File: src/obb_pkg.sv
package obb_pkg;

    // ##################################################
    // sizes and widths
    // ##################################################
    localparam int num_points = 16;
    localparam int num_axes   = 3;
    localparam int coord_w    = 10;
    localparam int axis_w     = 16;
    localparam int proj_w     = 28;              // three 10x16 products summed.
    localparam int wb_dat_w   = 32;
    localparam int wb_adr_w   = 6;

    // ##################################################
    // word address map
    // ##################################################
    localparam logic [wb_adr_w-1:0] adr_point_base  = 6'h00;
    localparam logic [wb_adr_w-1:0] adr_axis_base   = 6'h10;
    localparam logic [wb_adr_w-1:0] adr_ctrl        = 6'h19;
    localparam logic [wb_adr_w-1:0] adr_status      = 6'h1A;
    localparam logic [wb_adr_w-1:0] adr_result_base = 6'h20;

    // x sits in the low bits, matching the bus word layout.
    typedef struct packed {
        logic signed [coord_w-1:0] z;
        logic signed [coord_w-1:0] y;
        logic signed [coord_w-1:0] x;
    } point_t;

    typedef struct packed {
        logic signed [axis_w-1:0] z;
        logic signed [axis_w-1:0] y;
        logic signed [axis_w-1:0] x;
    } axis_t;

    typedef axis_t [num_axes-1:0] axes_t;

    typedef logic signed [proj_w-1:0] proj_t;

    typedef struct packed {
        proj_t min;
        proj_t max;
    } extent_t;

    typedef extent_t [num_axes-1:0] extents_t;

    typedef struct packed {
        proj_t center;
        proj_t half;
    } box_axis_t;

    typedef box_axis_t [num_axes-1:0] box_t;

    typedef struct packed {
        logic                cyc;
        logic                stb;
        logic                we;
        logic [wb_adr_w-1:0] adr;
        logic [wb_dat_w-1:0] dat;
    } wb_req_t;

    typedef struct packed {
        logic                ack;
        logic [wb_dat_w-1:0] dat;
    } wb_rsp_t;

endpackage
File: src/obb_execute.sv
`timescale 1ns/1ps

module obb_execute import obb_pkg::*; (
    input  logic       clk,
    input  logic       rst,
    input  logic       start,
    output logic [3:0] point_idx,
    input  point_t     point,
    input  axes_t      axes,
    output extents_t   extents,
    output logic       ext_valid
);

    logic       run;
    logic [3:0] cnt;
    logic       s1_valid;
    logic       s1_first;
    logic       s1_last;
    proj_t      s1_proj [num_axes];
    extents_t   ext_q;
    extents_t   ext_next;

    function automatic proj_t dot(input point_t p, input axis_t v);
        return $signed(p.x) * $signed(v.x)
             + $signed(p.y) * $signed(v.y)
             + $signed(p.z) * $signed(v.z);
    endfunction

    // ##################################################
    // stage one: point counter and projections
    // ##################################################
    always_ff @(posedge clk) begin
        if (rst) begin
            run      <= 1'b0;
            cnt      <= '0;
            s1_valid <= 1'b0;
            s1_first <= 1'b0;
            s1_last  <= 1'b0;
        end else begin
            if (start) begin
                run <= 1'b1;
                cnt <= '0;
            end else if (run) begin
                cnt <= cnt + 4'd1;
                if (cnt == num_points - 1) begin
                    run <= 1'b0;
                end
            end
            s1_valid <= run;
            s1_first <= run && cnt == 0;
            s1_last  <= run && cnt == num_points - 1;
        end
    end

    assign point_idx = cnt;

    always_ff @(posedge clk) begin
        for (int a = 0; a < num_axes; a++) begin
            s1_proj[a] <= dot(point, axes[a]);
        end
    end

    // ##################################################
    // stage two: min/max per axis
    // ##################################################
    always_comb begin
        for (int a = 0; a < num_axes; a++) begin
            if (s1_first) begin
                ext_next[a].min = s1_proj[a];           // the first point seeds both ends.
                ext_next[a].max = s1_proj[a];
            end else begin
                ext_next[a] = ext_q[a];
                if (s1_proj[a] < ext_q[a].min) begin
                    ext_next[a].min = s1_proj[a];
                end
                if (s1_proj[a] > ext_q[a].max) begin
                    ext_next[a].max = s1_proj[a];
                end
            end
        end
    end

    always_ff @(posedge clk) begin
        if (s1_valid) begin
            ext_q <= ext_next;
        end
    end

    // the last point is folded in on the way out.
    assign extents   = ext_next;
    assign ext_valid = s1_last;

    a_start_idle: assert property (@(posedge clk) disable iff (rst) start |-> !run);

endmodule

File: config.mk
export PLATFORM = sky130hd
export DESIGN_NAME = obb_execute
export DESIGN_NICKNAME = d
export VERILOG_FILES = /design/src/obb_pkg.sv /design/src/obb_execute.sv
export SDC_FILE = /design/constraint.sdc
export NUM_CORES = 2
export LEC_CHECK = 0
export BUFFER_PORTS_ARGS = -buffer_cell sky130_fd_sc_hd__buf_2
export CAP_MARGIN = 20
export CORE_MARGIN = 1
export CORE_UTILIZATION = 60
export DETAILED_ROUTE_END_ITERATION = 16
export PLACE_DENSITY_LB_ADDON = 0.08
export SETUP_SLACK_MARGIN = 0.1
export SKIP_LAST_GASP = 1
export SYNTH_ARGS = -nofsm -noshare
export SYNTH_HDL_FRONTEND = slang
export SYNTH_SLANG_ARGS = --single-unit
File: constraint.sdc
create_clock -name clk -period 21.2 [get_ports clk]
set_input_delay 2.12 -clock clk [delete_from_list [all_inputs] [get_ports clk]]
set_output_delay 2.12 -clock clk [all_outputs]
set_load 0.03 [all_outputs]
==> results_dict.tcl <==
set metrics [dict create \
    status "completed" \
    grt_pass1_wl_um 264400 \
    period_needed_ns 9.555 \
    overflow 0 \
    mostFrequentLayoutCells "inv_1 (1913), fa_1 (1606), nand2_1 (687)" \
    synth.area.top_cells "fa_1 (48%), inv_1 (11%), ha_1 (9.8%)" \
    layout_commonest_cell "inv_1" \
    synth_top_area_share 0.4771 \
    dieArea_um2 113700 \
    hold_path.class "reg -> reg" \
    cp.arrival_ns 10.01 \
    hold_ws_ns 0.4972 \
    path_max_fanout 24 \
    cts_tree "built" \
    rows 122 \
    setup_viol 0 \
    fmax_ghz 0.1047 \
    grt_pass1_vias 49710 \
    final_net_count 9323 \
    clk_pin_slew_ns 0.05 \
    ctsLongestPathBuffers 3 \
    stdcell_count 8536 \
    syn_nets 9188 \
    tightest_slew_ns 0.9729 \
    hold_violations 0 \
    yosys_warnings 0 \
    cts_buffers 36 \
    clk_latency_ns 0.60 \
    synth_enable_flop_cells 168 \
    yosys.area.top_type "fa_1" \
    dp_cells 8459 \
    post_cts_resized 0 \
    io_buffers 349 \
    die_w_um 337.1 \
    finClkSkew_ns 0.01670 \
    core_um2 111000 \
    synth_seq_cells 260 \
    vias_per_cell 5.302 \
    drive_gt1_frac 0.08483 \
    area_delta_synth_final_pct 5.902 \
    yosysSeqAreaShare 0.1022 \
    syn_area_um2 67390 \
    syn_inst 6875 \
    tns_ns 0 \
    relSlewSlack 0.3514 \
    antenna_found_initial 27 \
    drt_iter0_drc 2605 \
    worstSetupStartpointType "input port" \
    htreeDepth 2 \
    dieHeight_um 337.1 \
    place.gp.congestion 0.8832 \
    avgSynthCellArea_um2 9.802 \
    required_ns 21.66 \
    via_count 45260 \
    gr-usage-all-layers 0.3009 \
    maxSlewViolCount 0 \
    path_class "in -> reg" \
    drt_wl_total_um 160800 \
    drv_cap 0 \
    remaining_drc_errors 0 \
    ant_nets 0 \
    synth-async-reset-ratio 0 \
    rsz0062_at_grt "false" \
    clockRootBuffer "clkbuf_16" \
    clock_sinks 260 \
    grt_max_degree 66 \
    post_cts_buffers 0 \
    start_util 0.6073 \
    fin_crit_sh 0.4507 \
    worstSetupEndpointType "register" \
    synth_cell_types 63 \
    first_pass_iters 8 \
    synthFlopType "edfxtp_1" \
    hpwl_um 134600 \
    io_pins 350 \
    postCtsHoldBufs 0 \
    wl_per_cell_um 18.83 \
]
==> critical path, stage by stage <==
cell       delay (ns)
buf_2            0.44
inv_1            0.44
buf_4            0.38
nor2_1           0.20
fa_1             0.46
fa_1             0.48
fa_1             0.54
fa_1             0.44
fa_1             0.52
fa_1             0.44
fa_1             0.49
inv_1            0.05
fa_1             0.47
inv_1            0.04
ha_1             0.35
a21oi_1          0.18
o21bai_1         0.09
a2111o_1         0.41
a31oi_1          0.28
o31ai_1          0.26
a2111oi_0        0.46
o21bai_1         0.14
a21oi_1          0.19
xnor2_1          0.09
==> metal layers <==
metal  vias to the layer above  part of all wire  global-route usage
li1                      20240                 -                   -
met1                     23530              0.41              0.4044
met2                      1215              0.50              0.5153
met3                       252             0.063             0.04331
met4                        26             0.025             0.07398
met5                         -           0.00098                   0
==> final timing paths <==
check | from | endpoint | slack (ns) | cells after the start
worst max-delay path | point[19] | s1_proj[0][27] | 11.65 | 24
worst min-delay path | point_idx[3] | s1_first | 0.50 | 1
worst max register to register | ext_q[5] | ext_q[7] | 17.12 | 11
worst min register to register | point_idx[3] | s1_first | 0.50 | 1
==> through the flow <==
| stage | util | instance area [um2] | setup WS (ns) |
|---|---|---|---|
| after floorplan | - | 67390 | 12.21 |
| after CTS | 0.6427 | 71320 | 11.70 |
| after global placement | 0.6320 | 70140 | 11.18 |
| after detailed placement | 0.6322 | 70150 | 11.10 |
| after global routing | 0.6429 | 71350 | 11.27 |
| final | 0.6431 | 71370 | 11.65 |
==> layout make-up <==
| class | instances | area [um2] |
|---|---|---|
| multi-input cells | 4412 | 52190 |
| fillers | 9458 | 39600 |
| inverters | 1913 | 7181 |
| flip-flops and latches | 260 | 6892 |
| repair buffers | 387 | 2052 |
| well taps | 1488 | 1862 |
| clock buffers | 50 | 994.7 |
| clock inverters | 16 | 175.2 |
| diodes | 10 | 25.02 |
==> cell families after synthesis <==
family / synth area share
and+or+nand+nor: 0.1241
buffers and inverters: 0.1235
muxes: 0.02518
xor gates and xnor gates: 0.01534
AOI/OAI and AO/OA: 0.03418
adders and majority gates: 0.5755
DFF: 0.1022
==> cells in the mapped netlist, drive strengths merged, types with 5 or more instances <==
library cell	instances
dfxtp	92
buf	26
a21oi	97
xor2	36
mux2	141
or2	6
nor2	86
o21ai	107
a31oi	7
or3	5
clkbuf	264
a21o	64
nand4	31
and3	8
nor3	16
a211oi	10
o31ai	7
inv	1913
o21a	24
ha	530
and2	640
nand2	687
xnor2	82
edfxtp	168
nand3	19
o21bai	6
fa	1606
nor2b	78
nand2b	62
o211ai	9
a2111oi	5
==> registers in the layout, indices dropped and copies added (netlist names) <==
register	cells
ext_q	168
s1_proj	84
point_idx	4
ext_valid	1
run	1
s1_first	1
s1_valid	1
Power is not shown: default switching activity piles up to over one toggle a cycle in this logic, so the estimate is an artifact.
