--- src/obb_pkg.sv ---
package obb_pkg;

    // ##################################################
    // sizes and widths
    // ##################################################
    localparam int num_points = 16;
    localparam int num_axes   = 3;
    localparam int coord_w    = 10;
    localparam int axis_w     = 16;
    localparam int proj_w     = 28;              // three 10x16 products summed.
    localparam int wb_dat_w   = 32;
    localparam int wb_adr_w   = 6;

    // ##################################################
    // word address map
    // ##################################################
    localparam logic [wb_adr_w-1:0] adr_point_base  = 6'h00;
    localparam logic [wb_adr_w-1:0] adr_axis_base   = 6'h10;
    localparam logic [wb_adr_w-1:0] adr_ctrl        = 6'h19;
    localparam logic [wb_adr_w-1:0] adr_status      = 6'h1A;
    localparam logic [wb_adr_w-1:0] adr_result_base = 6'h20;

    // x sits in the low bits, matching the bus word layout.
    typedef struct packed {
        logic signed [coord_w-1:0] z;
        logic signed [coord_w-1:0] y;
        logic signed [coord_w-1:0] x;
    } point_t;

    typedef struct packed {
        logic signed [axis_w-1:0] z;
        logic signed [axis_w-1:0] y;
        logic signed [axis_w-1:0] x;
    } axis_t;

    typedef axis_t [num_axes-1:0] axes_t;

    typedef logic signed [proj_w-1:0] proj_t;

    typedef struct packed {
        proj_t min;
        proj_t max;
    } extent_t;

    typedef extent_t [num_axes-1:0] extents_t;

    typedef struct packed {
        proj_t center;
        proj_t half;
    } box_axis_t;

    typedef box_axis_t [num_axes-1:0] box_t;

    typedef struct packed {
        logic                cyc;
        logic                stb;
        logic                we;
        logic [wb_adr_w-1:0] adr;
        logic [wb_dat_w-1:0] dat;
    } wb_req_t;

    typedef struct packed {
        logic                ack;
        logic [wb_dat_w-1:0] dat;
    } wb_rsp_t;

endpackage
--- src/obb_result.sv ---
`timescale 1ns/1ps

module obb_result import obb_pkg::*; (
    input  logic     clk,
    input  logic     rst,
    input  extents_t extents,
    input  logic     ext_valid,
    output box_t     box,
    output logic     box_valid
);

    // one extra bit keeps the sum exact before the shift.
    logic signed [proj_w:0] sum [num_axes];
    logic signed [proj_w:0] dif [num_axes];

    always_comb begin
        for (int a = 0; a < num_axes; a++) begin
            sum[a] = extents[a].max + extents[a].min;
            dif[a] = extents[a].max - extents[a].min;
        end
    end

    always_ff @(posedge clk) begin
        if (rst) begin
            box_valid <= 1'b0;
            box       <= '0;
        end else begin
            box_valid <= ext_valid;
            if (ext_valid) begin
                for (int a = 0; a < num_axes; a++) begin
                    box[a].center <= proj_t'(sum[a] >>> 1);     // floors on odd sums.
                    box[a].half   <= proj_t'(dif[a] >>> 1);
                end
            end
        end
    end

    for (genvar a = 0; a < num_axes; a++) begin : g_half_chk
        a_half_pos: assert property (
            @(posedge clk) disable iff (rst) box_valid |-> box[a].half >= 0
        );
    end

endmodule

--- config.mk ---
export PLATFORM = sky130hd
export DESIGN_NAME = obb_result
export DESIGN_NICKNAME = d
export VERILOG_FILES = /design/src/obb_pkg.sv /design/src/obb_result.sv
export SDC_FILE = /design/constraint.sdc
export NUM_CORES = 1
export LEC_CHECK = 0
export BUFFER_PORTS_ARGS = -buffer_cell sky130_fd_sc_hd__buf_2
export CORE_MARGIN = 2
export CORE_UTILIZATION = 45
export DETAILED_ROUTE_END_ITERATION = 8
export GPL_TIMING_DRIVEN = 0
export HOLD_SLACK_MARGIN = 0.06
export PLACE_DENSITY = 0.69
export SYNTH_ARGS = -nofsm -noshare
export SYNTH_HDL_FRONTEND = slang
export SYNTH_SLANG_ARGS = --single-unit
export TNS_END_PERCENT = 30
--- constraint.sdc ---
create_clock -name clk -period 3.75 [get_ports clk]
set_clock_uncertainty 0.1 [all_clocks]
set_input_delay 0.375 -clock clk [delete_from_list [all_inputs] [get_ports clk]]
set_output_delay 0.375 -clock clk [all_outputs]
set_load 0.01 [all_outputs]
==> reports/metrics.yaml <==
status:
  run_status: "finished, final reports clean"
synthesis:
  yosysWarningCount: 0
  synthesis.area_per_instance_sq_um: 7.69
  synth_enable_flop_cells: 0
  synth_flop_cell: "sky130_fd_sc_hd__dfxtp_1"
  synth.lib_cells_used.distinct: 95
  yosys_register_bits: 169
  synth-seq-area-share: 0.232
  synth_compound_gate_area_share: 0.261
  synth_xor_xnor_area_share: 0.0744
  syn_nets: 2237
  post-synth-top-area-fraction: 0.232
  post-synth-top-count-cell: "sky130_fd_sc_hd__nor2_1"
  synth.largest_area_cell: "sky130_fd_sc_hd__dfxtp_1"
  basic_gate_share_of_the_synthesized_area_counting_and_or_nand_and_nor_cells: 0.180
  multiplexer_share_of_the_synthesized_area: 0.0315
  syn_area_sq_mm: 0.0146
  dominant_combinational_cell_family_by_area_after_synthesis: "compound AO/OA/AOI/OAI gates"
  yosys.area_share.adder: 0.147
  synth_top_cells_by_count: "222 x sky130_fd_sc_hd__nor2_1, 169 x sky130_fd_sc_hd__dfxtp_1, 162 x sky130_fd_sc_hd__ha_1"
  async_flop_share: 0
  netlist_instances: 1898
  yosys-top-cells-area: "sky130_fd_sc_hd__dfxtp_1 23%, sky130_fd_sc_hd__ha_1 14%, sky130_fd_sc_hd__xnor2_1 6.4%, sky130_fd_sc_hd__nor2_1 5.7%, sky130_fd_sc_hd__a21oi_1 5.1%"
grt:
  grt.total_usage: 0.301
  globalRoute.totalOverflow: 0
  grt_start_max_net_pins: 18
  grt_pass1_vias: 14600
  initial_antenna_violation_count: 8
  grt_first_pass_wirelength_mm: 79.3
place:
  dpl_cells: 2639
  port_bufs: 339
  placed_cell_area_sq_mm: 0.0168
  hpwlAfterDp_mm: 42.2
  gpl.final_weighted_congestion: 0.953
finish:
  design_area_sq_mm: 0.0174
  utilization: 0.548
  fin_nets: 2595
  final.fill_count: 3143
  layout-area-overhead-vs-synth_pct: 19.0
  finalNonFillerCells: 2677
  post_route_cells_drive_above_1_share: 0.190
cts:
  cts_inserted_buffers: 17
  clock-sinks: 169
  post_cts.repair.setup_buffers: 0
  post_cts.resized_instances: 0
  clk_buf_depth: 2
  htree_levels: 4
  tritoncts: "done"
  clock_slew_at_the_register_clock_pins_of_the_worst_setup_and_hold_paths_ps: 70
  clock-root-buffer: "sky130_fd_sc_hd__clkbuf_16"
  holdBufCountCts: 0
  clock_insertion_delay_worst_skew_ps: 450
drt:
  number_of_vias_per_cell_after_detailed_routing: 5.72
  initial_drt_markers: 1027
  drt_wl_total_mm: 52.2
  drt_pre_antenna_iters: 6
  route.vias.total: 15300
  drtAntennaViolNets: 0
  wl_per_cell_microns: 19.5
  number_of_remaining_drc_errors: 0
timing:
  timing.final.max_slew_violations: 0
  worst_slew_pin_slew_ps: 1230
  max-slew-margin-rel: 0.181
  rsz0062_at_grt: "no"
  setup_viol_count_final: 0
  clock.fmax_mhz: 302
  hold_viol_final: 0
  final.setup.tns_ps: 0
  post-route-period-util: 0.884
  final.min_clock_period_ps: 3320
worst_setup_path:
  cp_slowest_cell: "sky130_fd_sc_hd__a2111oi_1"
  required_ps: 3970
  crit_path_category: "input pin to register"
  setup.worst_path.end_class: "register"
  arrival_ps: 3540
  path_max_fanout: 8
  timing.critical_path.slowest_cell_delay_ps: 620
  cp_cell_sequence: "buf_2 -> ha_1 -> buf_4 -> nand2b_1 -> a21oi_1 -> o21bai_1 -> a2111oi_1 -> o21ai_1 -> a211oi_2 -> a41oi_1 -> xnor2_1 -> a211oi_1"
  worst_setup_path_start_kind: "input pin"
die:
  io_pins: 340
  core-area_sq_mm: 0.0317
  die_h_microns: 184
  rows: 65
  area_enclosed_by_the_die_boundary_sq_mm: 0.0339
  initial_core_util: 0.460
  die_width_microns: 184
power:
  power.share.sequential: 0.337
  p_clk_frac: 0.279
  p_leak_nw: 8.19
  netSwitchingPower_mw: 2.48
  p_int_mw: 3.81
  switching_power_share_of_the_total: 0.394
  power-per-cell-area_mw_per_mm2: 362
  share_comb_of_total_power: 0.385
  max-vdd-ir-drop_v: 0.000340
hold_path:
  timing.hold.worst.class: "input pin to register"
run:
  drv_cap: 0
-- worst paths after layout --
path                                       startpoint                    end  slack (ps)  depth (start not counted)
worst max-delay path                      extents[58]  box[109]$_SDFFE_PP0P_         430                         12
worst min-delay path                              rst   box[26]$_SDFFE_PP0P_         210                          3
worst max register to register   box[80]$_SDFFE_PP0P_   box[80]$_SDFFE_PP0P_        2690                          2
worst min register to register  box[132]$_SDFFE_PP0P_  box[132]$_SDFFE_PP0P_         350                          2
-- area by class of cell --
cell class,instances,area [sq um],share of cell area
Multi-Input combinational cell,1450,10100,0.583
Clock buffer,17,425,0.0245
Buffer,114,460,0.0265
Timing Repair Buffer,339,1700,0.0977
Inverter,165,619,0.0357
Clock inverter,15,131,0.00756
Tap cell,402,503,0.0290
Antenna cell,6,15.0,0.000864
Sequential cell,169,3380,0.195
-- flip-flops by register name, summed over array words and instances (netlist names) --
name and count:
box_valid 1, box 168
-- routing by layer --
layer  up-vias  track usage  wire length [microns]
met2       602        0.509                  24200
met4         4        0.126                   1990
li1       7437            -                      -
met3       111       0.0624                   3920
met1      7148        0.372                  22100
met5         -            0                     23
-- worst max-delay path, delay by kind of cell --
| kind | cells | cell delay [ps] |
|---|---|---|
| compound gates | 7 | 2080 |
| xor+xnor | 1 | 350 |
| buf+inv | 2 | 290 |
| fa+ha+maj | 1 | 290 |
| simple gates | 1 | 160 |
-- logic make-up (layout without fill, tap and decap cells) --
kind of cell               Yosys count  count (layout)
AOI/OAI and AO/OA                  558             558
and+or+nand+nor                    554             554
buffers and inverters              279             650
DFF                                169             169
adders and majority gates          168             168
xor gates and xnor gates           124             124
muxes                               46              46
other                                0               6
-- metrics by stage --
stage	setup slack [ps]	power, mW	hold slack [ps]
global placement	105	4.52	331
global route	357	6.65	208
CTS	563	6.30	188
finish	434	6.29	214
floorplan	885	3.71	367
detailed placement	86.1	4.54	338
-- placed cells by master, fill, tap and decap left out, types with 65 or more instances in the layout --
cell / synthesis / final
sky130_fd_sc_hd__a211oi_1: 73 / 73
sky130_fd_sc_hd__a21oi_1: 149 / 149
sky130_fd_sc_hd__buf_2: 20 / 359
sky130_fd_sc_hd__ha_1: 162 / 162
sky130_fd_sc_hd__dfxtp_1: 169 / 169
sky130_fd_sc_hd__o21ai_0: 65 / 65
sky130_fd_sc_hd__clkbuf_1: 80 / 80
sky130_fd_sc_hd__inv_1: 157 / 157
sky130_fd_sc_hd__nor2_1: 222 / 222
sky130_fd_sc_hd__xnor2_1: 106 / 106
sky130_fd_sc_hd__nand2_1: 106 / 106
-- power by group through the flow --
stage	Sequential [mW]	Combinational (mW)	Clock, mW
detailed placement	2.15	2.38	0
global placement	2.15	2.37	0
global route	2.13	2.65	1.86
finish	2.12	2.42	1.75
CTS	2.12	2.40	1.78
floorplan	2.22	1.50	0
No activity file was read; power rests on OpenSTA's default activity.
