==> src/obb_pkg.sv <==
package obb_pkg;

    // ##################################################
    // sizes and widths
    // ##################################################
    localparam int num_points = 16;
    localparam int num_axes   = 3;
    localparam int coord_w    = 10;
    localparam int axis_w     = 16;
    localparam int proj_w     = 28;              // three 10x16 products summed.
    localparam int wb_dat_w   = 32;
    localparam int wb_adr_w   = 6;

    // ##################################################
    // word address map
    // ##################################################
    localparam logic [wb_adr_w-1:0] adr_point_base  = 6'h00;
    localparam logic [wb_adr_w-1:0] adr_axis_base   = 6'h10;
    localparam logic [wb_adr_w-1:0] adr_ctrl        = 6'h19;
    localparam logic [wb_adr_w-1:0] adr_status      = 6'h1A;
    localparam logic [wb_adr_w-1:0] adr_result_base = 6'h20;

    // x sits in the low bits, matching the bus word layout.
    typedef struct packed {
        logic signed [coord_w-1:0] z;
        logic signed [coord_w-1:0] y;
        logic signed [coord_w-1:0] x;
    } point_t;

    typedef struct packed {
        logic signed [axis_w-1:0] z;
        logic signed [axis_w-1:0] y;
        logic signed [axis_w-1:0] x;
    } axis_t;

    typedef axis_t [num_axes-1:0] axes_t;

    typedef logic signed [proj_w-1:0] proj_t;

    typedef struct packed {
        proj_t min;
        proj_t max;
    } extent_t;

    typedef extent_t [num_axes-1:0] extents_t;

    typedef struct packed {
        proj_t center;
        proj_t half;
    } box_axis_t;

    typedef box_axis_t [num_axes-1:0] box_t;

    typedef struct packed {
        logic                cyc;
        logic                stb;
        logic                we;
        logic [wb_adr_w-1:0] adr;
        logic [wb_dat_w-1:0] dat;
    } wb_req_t;

    typedef struct packed {
        logic                ack;
        logic [wb_dat_w-1:0] dat;
    } wb_rsp_t;

endpackage
==> src/obb_decode.sv <==
`timescale 1ns/1ps

module obb_decode import obb_pkg::*; (
    input  logic       clk,
    input  logic       rst,
    input  wb_req_t    wb_req,
    output wb_rsp_t    wb_rsp,
    output logic       start,
    input  logic [3:0] point_idx,
    output point_t     point,
    output axes_t      axes,
    input  box_t       box,
    input  logic       box_valid
);

    logic                     ack;
    logic                     busy;
    logic                     done;
    logic                     acc;
    logic                     wr_ok;
    logic [wb_adr_w-1:0]      pt_off;
    logic [wb_adr_w-1:0]      ax_off;
    logic [wb_adr_w-1:0]      res_off;
    logic                     in_pt;
    logic                     in_ax;
    logic                     in_res;
    logic [wb_dat_w-1:0]      rdata;
    point_t                   point_mem [num_points];
    logic signed [axis_w-1:0] axis_mem [3*num_axes];

    // ##################################################
    // bus handshake and address decode
    // ##################################################
    assign acc   = wb_req.cyc && wb_req.stb && !ack;    // a new access is sampled here.
    assign wr_ok = acc && wb_req.we && !busy;           // writes while busy are dropped.

    assign pt_off  = wb_req.adr - adr_point_base;
    assign ax_off  = wb_req.adr - adr_axis_base;
    assign res_off = wb_req.adr - adr_result_base;
    assign in_pt   = pt_off < num_points;
    assign in_ax   = ax_off < 3 * num_axes;
    assign in_res  = res_off < 2 * num_axes;

    always_ff @(posedge clk) begin
        if (rst) begin
            ack   <= 1'b0;
            start <= 1'b0;
            busy  <= 1'b0;
            done  <= 1'b0;
            for (int i = 0; i < num_points; i++) begin
                point_mem[i] <= '0;
            end
            for (int i = 0; i < 3 * num_axes; i++) begin
                axis_mem[i] <= '0;
            end
        end else begin
            ack   <= acc;
            start <= 1'b0;
            if (wr_ok && in_pt) begin
                point_mem[pt_off[3:0]] <= wb_req.dat[3*coord_w-1:0];
            end
            if (wr_ok && in_ax) begin
                axis_mem[ax_off[3:0]] <= wb_req.dat[axis_w-1:0];
            end
            if (wr_ok && wb_req.adr == adr_ctrl && wb_req.dat[0]) begin
                start <= 1'b1;
                busy  <= 1'b1;
                done  <= 1'b0;                          // a new run hides the old results.
            end else if (box_valid) begin
                busy <= 1'b0;
                done <= 1'b1;
            end
        end
    end

    // components are stored x, y, z per axis.
    always_comb begin
        for (int a = 0; a < num_axes; a++) begin
            axes[a].x = axis_mem[3*a];
            axes[a].y = axis_mem[3*a+1];
            axes[a].z = axis_mem[3*a+2];
        end
    end

    assign point = point_mem[point_idx];

    // ##################################################
    // read-back
    // ##################################################
    always_comb begin
        rdata = '0;
        if (in_pt) begin
            rdata = wb_dat_w'(point_mem[pt_off[3:0]]);
        end else if (in_ax) begin
            rdata = wb_dat_w'(axis_mem[ax_off[3:0]]);   // sign-extended.
        end else if (wb_req.adr == adr_status) begin
            rdata[0] = busy && !box_valid;              // status turns over with the results.
            rdata[1] = done || box_valid;
        end else if (in_res) begin
            if (res_off[0]) begin
                rdata = wb_dat_w'(box[res_off[2:1]].half);
            end else begin
                rdata = wb_dat_w'(box[res_off[2:1]].center);
            end
        end
    end

    assign wb_rsp.ack = ack;
    assign wb_rsp.dat = rdata;

    a_ack_req: assert property (
        @(posedge clk) disable iff (rst) ack |-> wb_req.cyc && wb_req.stb
    );
    a_box_in_busy: assert property (@(posedge clk) disable iff (rst) box_valid |-> busy);

endmodule

==> config.mk <==
export PLATFORM = sky130hd
export DESIGN_NAME = obb_decode
export DESIGN_NICKNAME = d
export VERILOG_FILES = /design/src/obb_pkg.sv /design/src/obb_decode.sv
export SDC_FILE = /design/constraint.sdc
export NUM_CORES = 1
export LEC_CHECK = 0
export ABC_AREA = 0
export ABC_CLOCK_PERIOD_IN_PS = 4360
export BUFFER_PORTS_ARGS = -buffer_cell sky130_fd_sc_hd__buf_2
export CORE_MARGIN = 2
export CORE_UTILIZATION = 60
export CTS_BUF_LIST = sky130_fd_sc_hd__clkbuf_8
export CTS_CLUSTER_SIZE = 10
export DETAILED_ROUTE_END_ITERATION = 8
export GPL_ROUTABILITY_DRIVEN = 0
export PLACE_DENSITY = 0.93
export SETUP_SLACK_MARGIN = 0.05
export SYNTH_ARGS = -nofsm -noshare
export SYNTH_HDL_FRONTEND = slang
export SYNTH_SLANG_ARGS = --single-unit
==> constraint.sdc <==
create_clock -name clk -period 4.36 [get_ports clk]
set_input_delay 0.436 -clock clk [delete_from_list [all_inputs] [get_ports clk]]
set_output_delay 0.436 -clock clk [all_outputs]
set_load 0.01 [all_outputs]
==> results.tsv <==
metric	value	unit
final hold violation count	0	
Final Cycle Share	0.8580	
RSZ-0062 raised after global routing	no	
CTS Buf Count	101	
placed cell area	0.03754	mm²
CP required	3.92	ns
antenna violations before repair	9	
Worst VDD drop	0.2583	mV
Final Setup Violations	0	
Synth Instances	2318	
Max clock buf depth	3	
non-filler cells, final	3566	
antenna viol nets, final	0	
Die Ht	244.3	µm
hpwl dp	73.88	mm
post-route cell area	0.03944	mm²
Critical Path AT	3.30	ns
CTS clk-pin slew, worst paths	0.06	ns
num rows	88	
CTS tree	built	
Util after Layout	0.6875	
P_leak	15.14	nW
post-CTS resize count	0	
worst-margin pin slew	1.204	ns
setup TNS	0	ns
synthesized area	0.03465	mm²
dominant cells by area after synthesis	edfxtp_1 56%, mux4_2 19%, and2_1 11%, mux2i_1 3.1%, clkbuf_1 1.4%	
vias	25220	
minimum clock period after layout	3.741	ns
CTS H-tree depth	3	
synth unique cells	50	
EDFF count, synth	642	
CTS root buf	clkbuf_8	
worst-case clock skew	0.03699	ns
DRC viols	0	
cell area power density	350.2	mW/mm²
overall routing resource usage	0.3916	
PortBufs	421	
Filler cells	3482	
area grow syn2layout	13.83	%
Final Max Tran Viols	0	
final wirelength	117.0	mm
share of the synthesized area in the top cell type	0.5564	
IO Pins	424	
Syn Area/Cell	14.95	µm²
yosys warns	0	
fin nets	2924	
vias in the first global route	25880	
largest net degree at the start of global routing	65	
Routed wire per std cell	32.80	µm
CTS sink cnt	646	
clock latency on the worst-skew pair	0.71	ns
leading cell types by count after synthesis	642 x edfxtp_1, 602 x and2_1, 296 x mux4_2	
top_reg_cell synth	edfxtp_1	
status	finished clean	
Setup Buffers After CTS	0	
Peak Freq	267.3	MHz
initial core utilization	0.6040	
asr flop ratio synth	0	
worst min-delay path class	in -> reg	
Seq/Total Area, Yosys	0.5587	
Setup crit end kind	output pin	
first-pass detailed-route iteration total	9	
flops & latches, synth	646	
largest fanout on the critical path	47	
Setup CP Type	in -> out	
max_slew headroom	0.1976	
floorplan die width	244.3	µm
share of cells above drive strength 1	0.3649	
Max-Cap Viols	0	
CP startpoint kind	input port	
placed cell count	3369	
Die ar.	0.05968	mm²
Vias/cell	7.072	
total grt overflow	0	
initial drt markers	4097	
total core area	0.05737	mm²
top-count cell post-synth	edfxtp_1	
cell taking the most area after synthesis	edfxtp_1	
first-pass GRT wire length	167.4	mm
-- sequential cells by signal, indices dropped and copies added, names as in the netlist --
name       flops
ack            1
axis_mem     162
done           1
point_mem    480
start          1
busy           1
-- final timing paths --
check,start,end,slack [ns],cells after the start
worst max-delay path,wb_req[32],wb_rsp[0],0.62,7
worst min-delay path,box_valid,busy,0.09,3
worst max register to register,ack,point_mem[0][18],1.27,6
worst min register to register,busy,busy,0.54,2
-- cells by family (layout without fill, tap and decap cells) --
family	Yosys count	count (layout)	synth area share
and+or+nand+nor	810	810	0.1391
DFF	646	646	0.5587
muxes	446	446	0.2373
buffers and inverters	240	695	0.03153
AOI/OAI and AO/OA	175	175	0.03333
other	1	29	0.0001082
-- critical path, stage by stage --
cell     delay [ns]
buf_8          0.19
or2_2          0.59
a211o_1        0.54
a21oi_1        0.19
o21ai_0        0.27
a31oi_1        0.74
buf_2          0.27
-- report_power, final --
part | internal, mW | switching, mW | leakage (nW)
Clock | 2.35 | 2.48 | 1.11
Combinational | 0.746 | 1.03 | 7.52
Sequential | 7.06 | 0.149 | 6.52
Total | 10.2 | 3.65 | 15.1
-- layout by cell type (no fill, tap or decap), drive strengths merged, types with 3 or more instances in the layout --
master / count
o22ai: 22
inv: 48
nor4: 6
a211oi: 29
a21oi: 38
mux4: 296
clkbuf: 108
clkinv: 34
o21ai: 35
edfxtp: 642
a311oi: 6
conb: 18
nor2b: 19
dfxtp: 4
nand2b: 10
diode: 11
nor2: 60
a31oi: 16
a221oi: 3
mux2: 42
and2: 602
nand3: 14
nor3: 27
buf: 501
mux2i: 108
nand2: 36
o221ai: 7
or2: 31
o211ai: 8
-- through the flow --
step | hold slack, ns | setup slack, ns | total power, mW
2_1_floorplan | 0.4670 | 1.809 | 8.309
3_3_place_gp | 0.5019 | 0.9395 | 8.958
3_5_place_dp | 0.5140 | 0.8912 | 9.040
4_1_cts | 0.04328 | 0.8781 | 13.73
5_1_grt | 0.09691 | 0.7454 | 14.09
6_report | 0.09109 | 0.6191 | 13.81
-- what timing repair did --
item / 4_1_cts / 5_1_grt
hold buffers: 1 / 0
endpoints found under the hold margin: 1 / 0
setup endpoints to repair: 0 / 0
-- final cells by class --
class	instances	area (µm²)	area share
antenna	11	27.53	0.0006979
clock buffer	108	1486	0.03769
clock inverter	77	372.9	0.009454
inverter	8	30.03	0.0007614
multi-input combinational	1449	14290	0.3623
sequential	646	19360	0.4908
tap	765	957.2	0.02427
timing repair buffer	502	2918	0.07398
-- metal layers --
layer / global-route usage / part of all wire / vias to the layer above / wire [µm]
met5: 0 / 0.00031 / - / 36
met4: 0.2936 / 0.089 / 6 / 10430
met3: 0.1304 / 0.16 / 709 / 18930
met2: 0.6158 / 0.46 / 2754 / 54100
met1: 0.4481 / 0.29 / 12090 / 33460
li1: - / - / 9665 / -
Power figures use the tool's default switching activity.
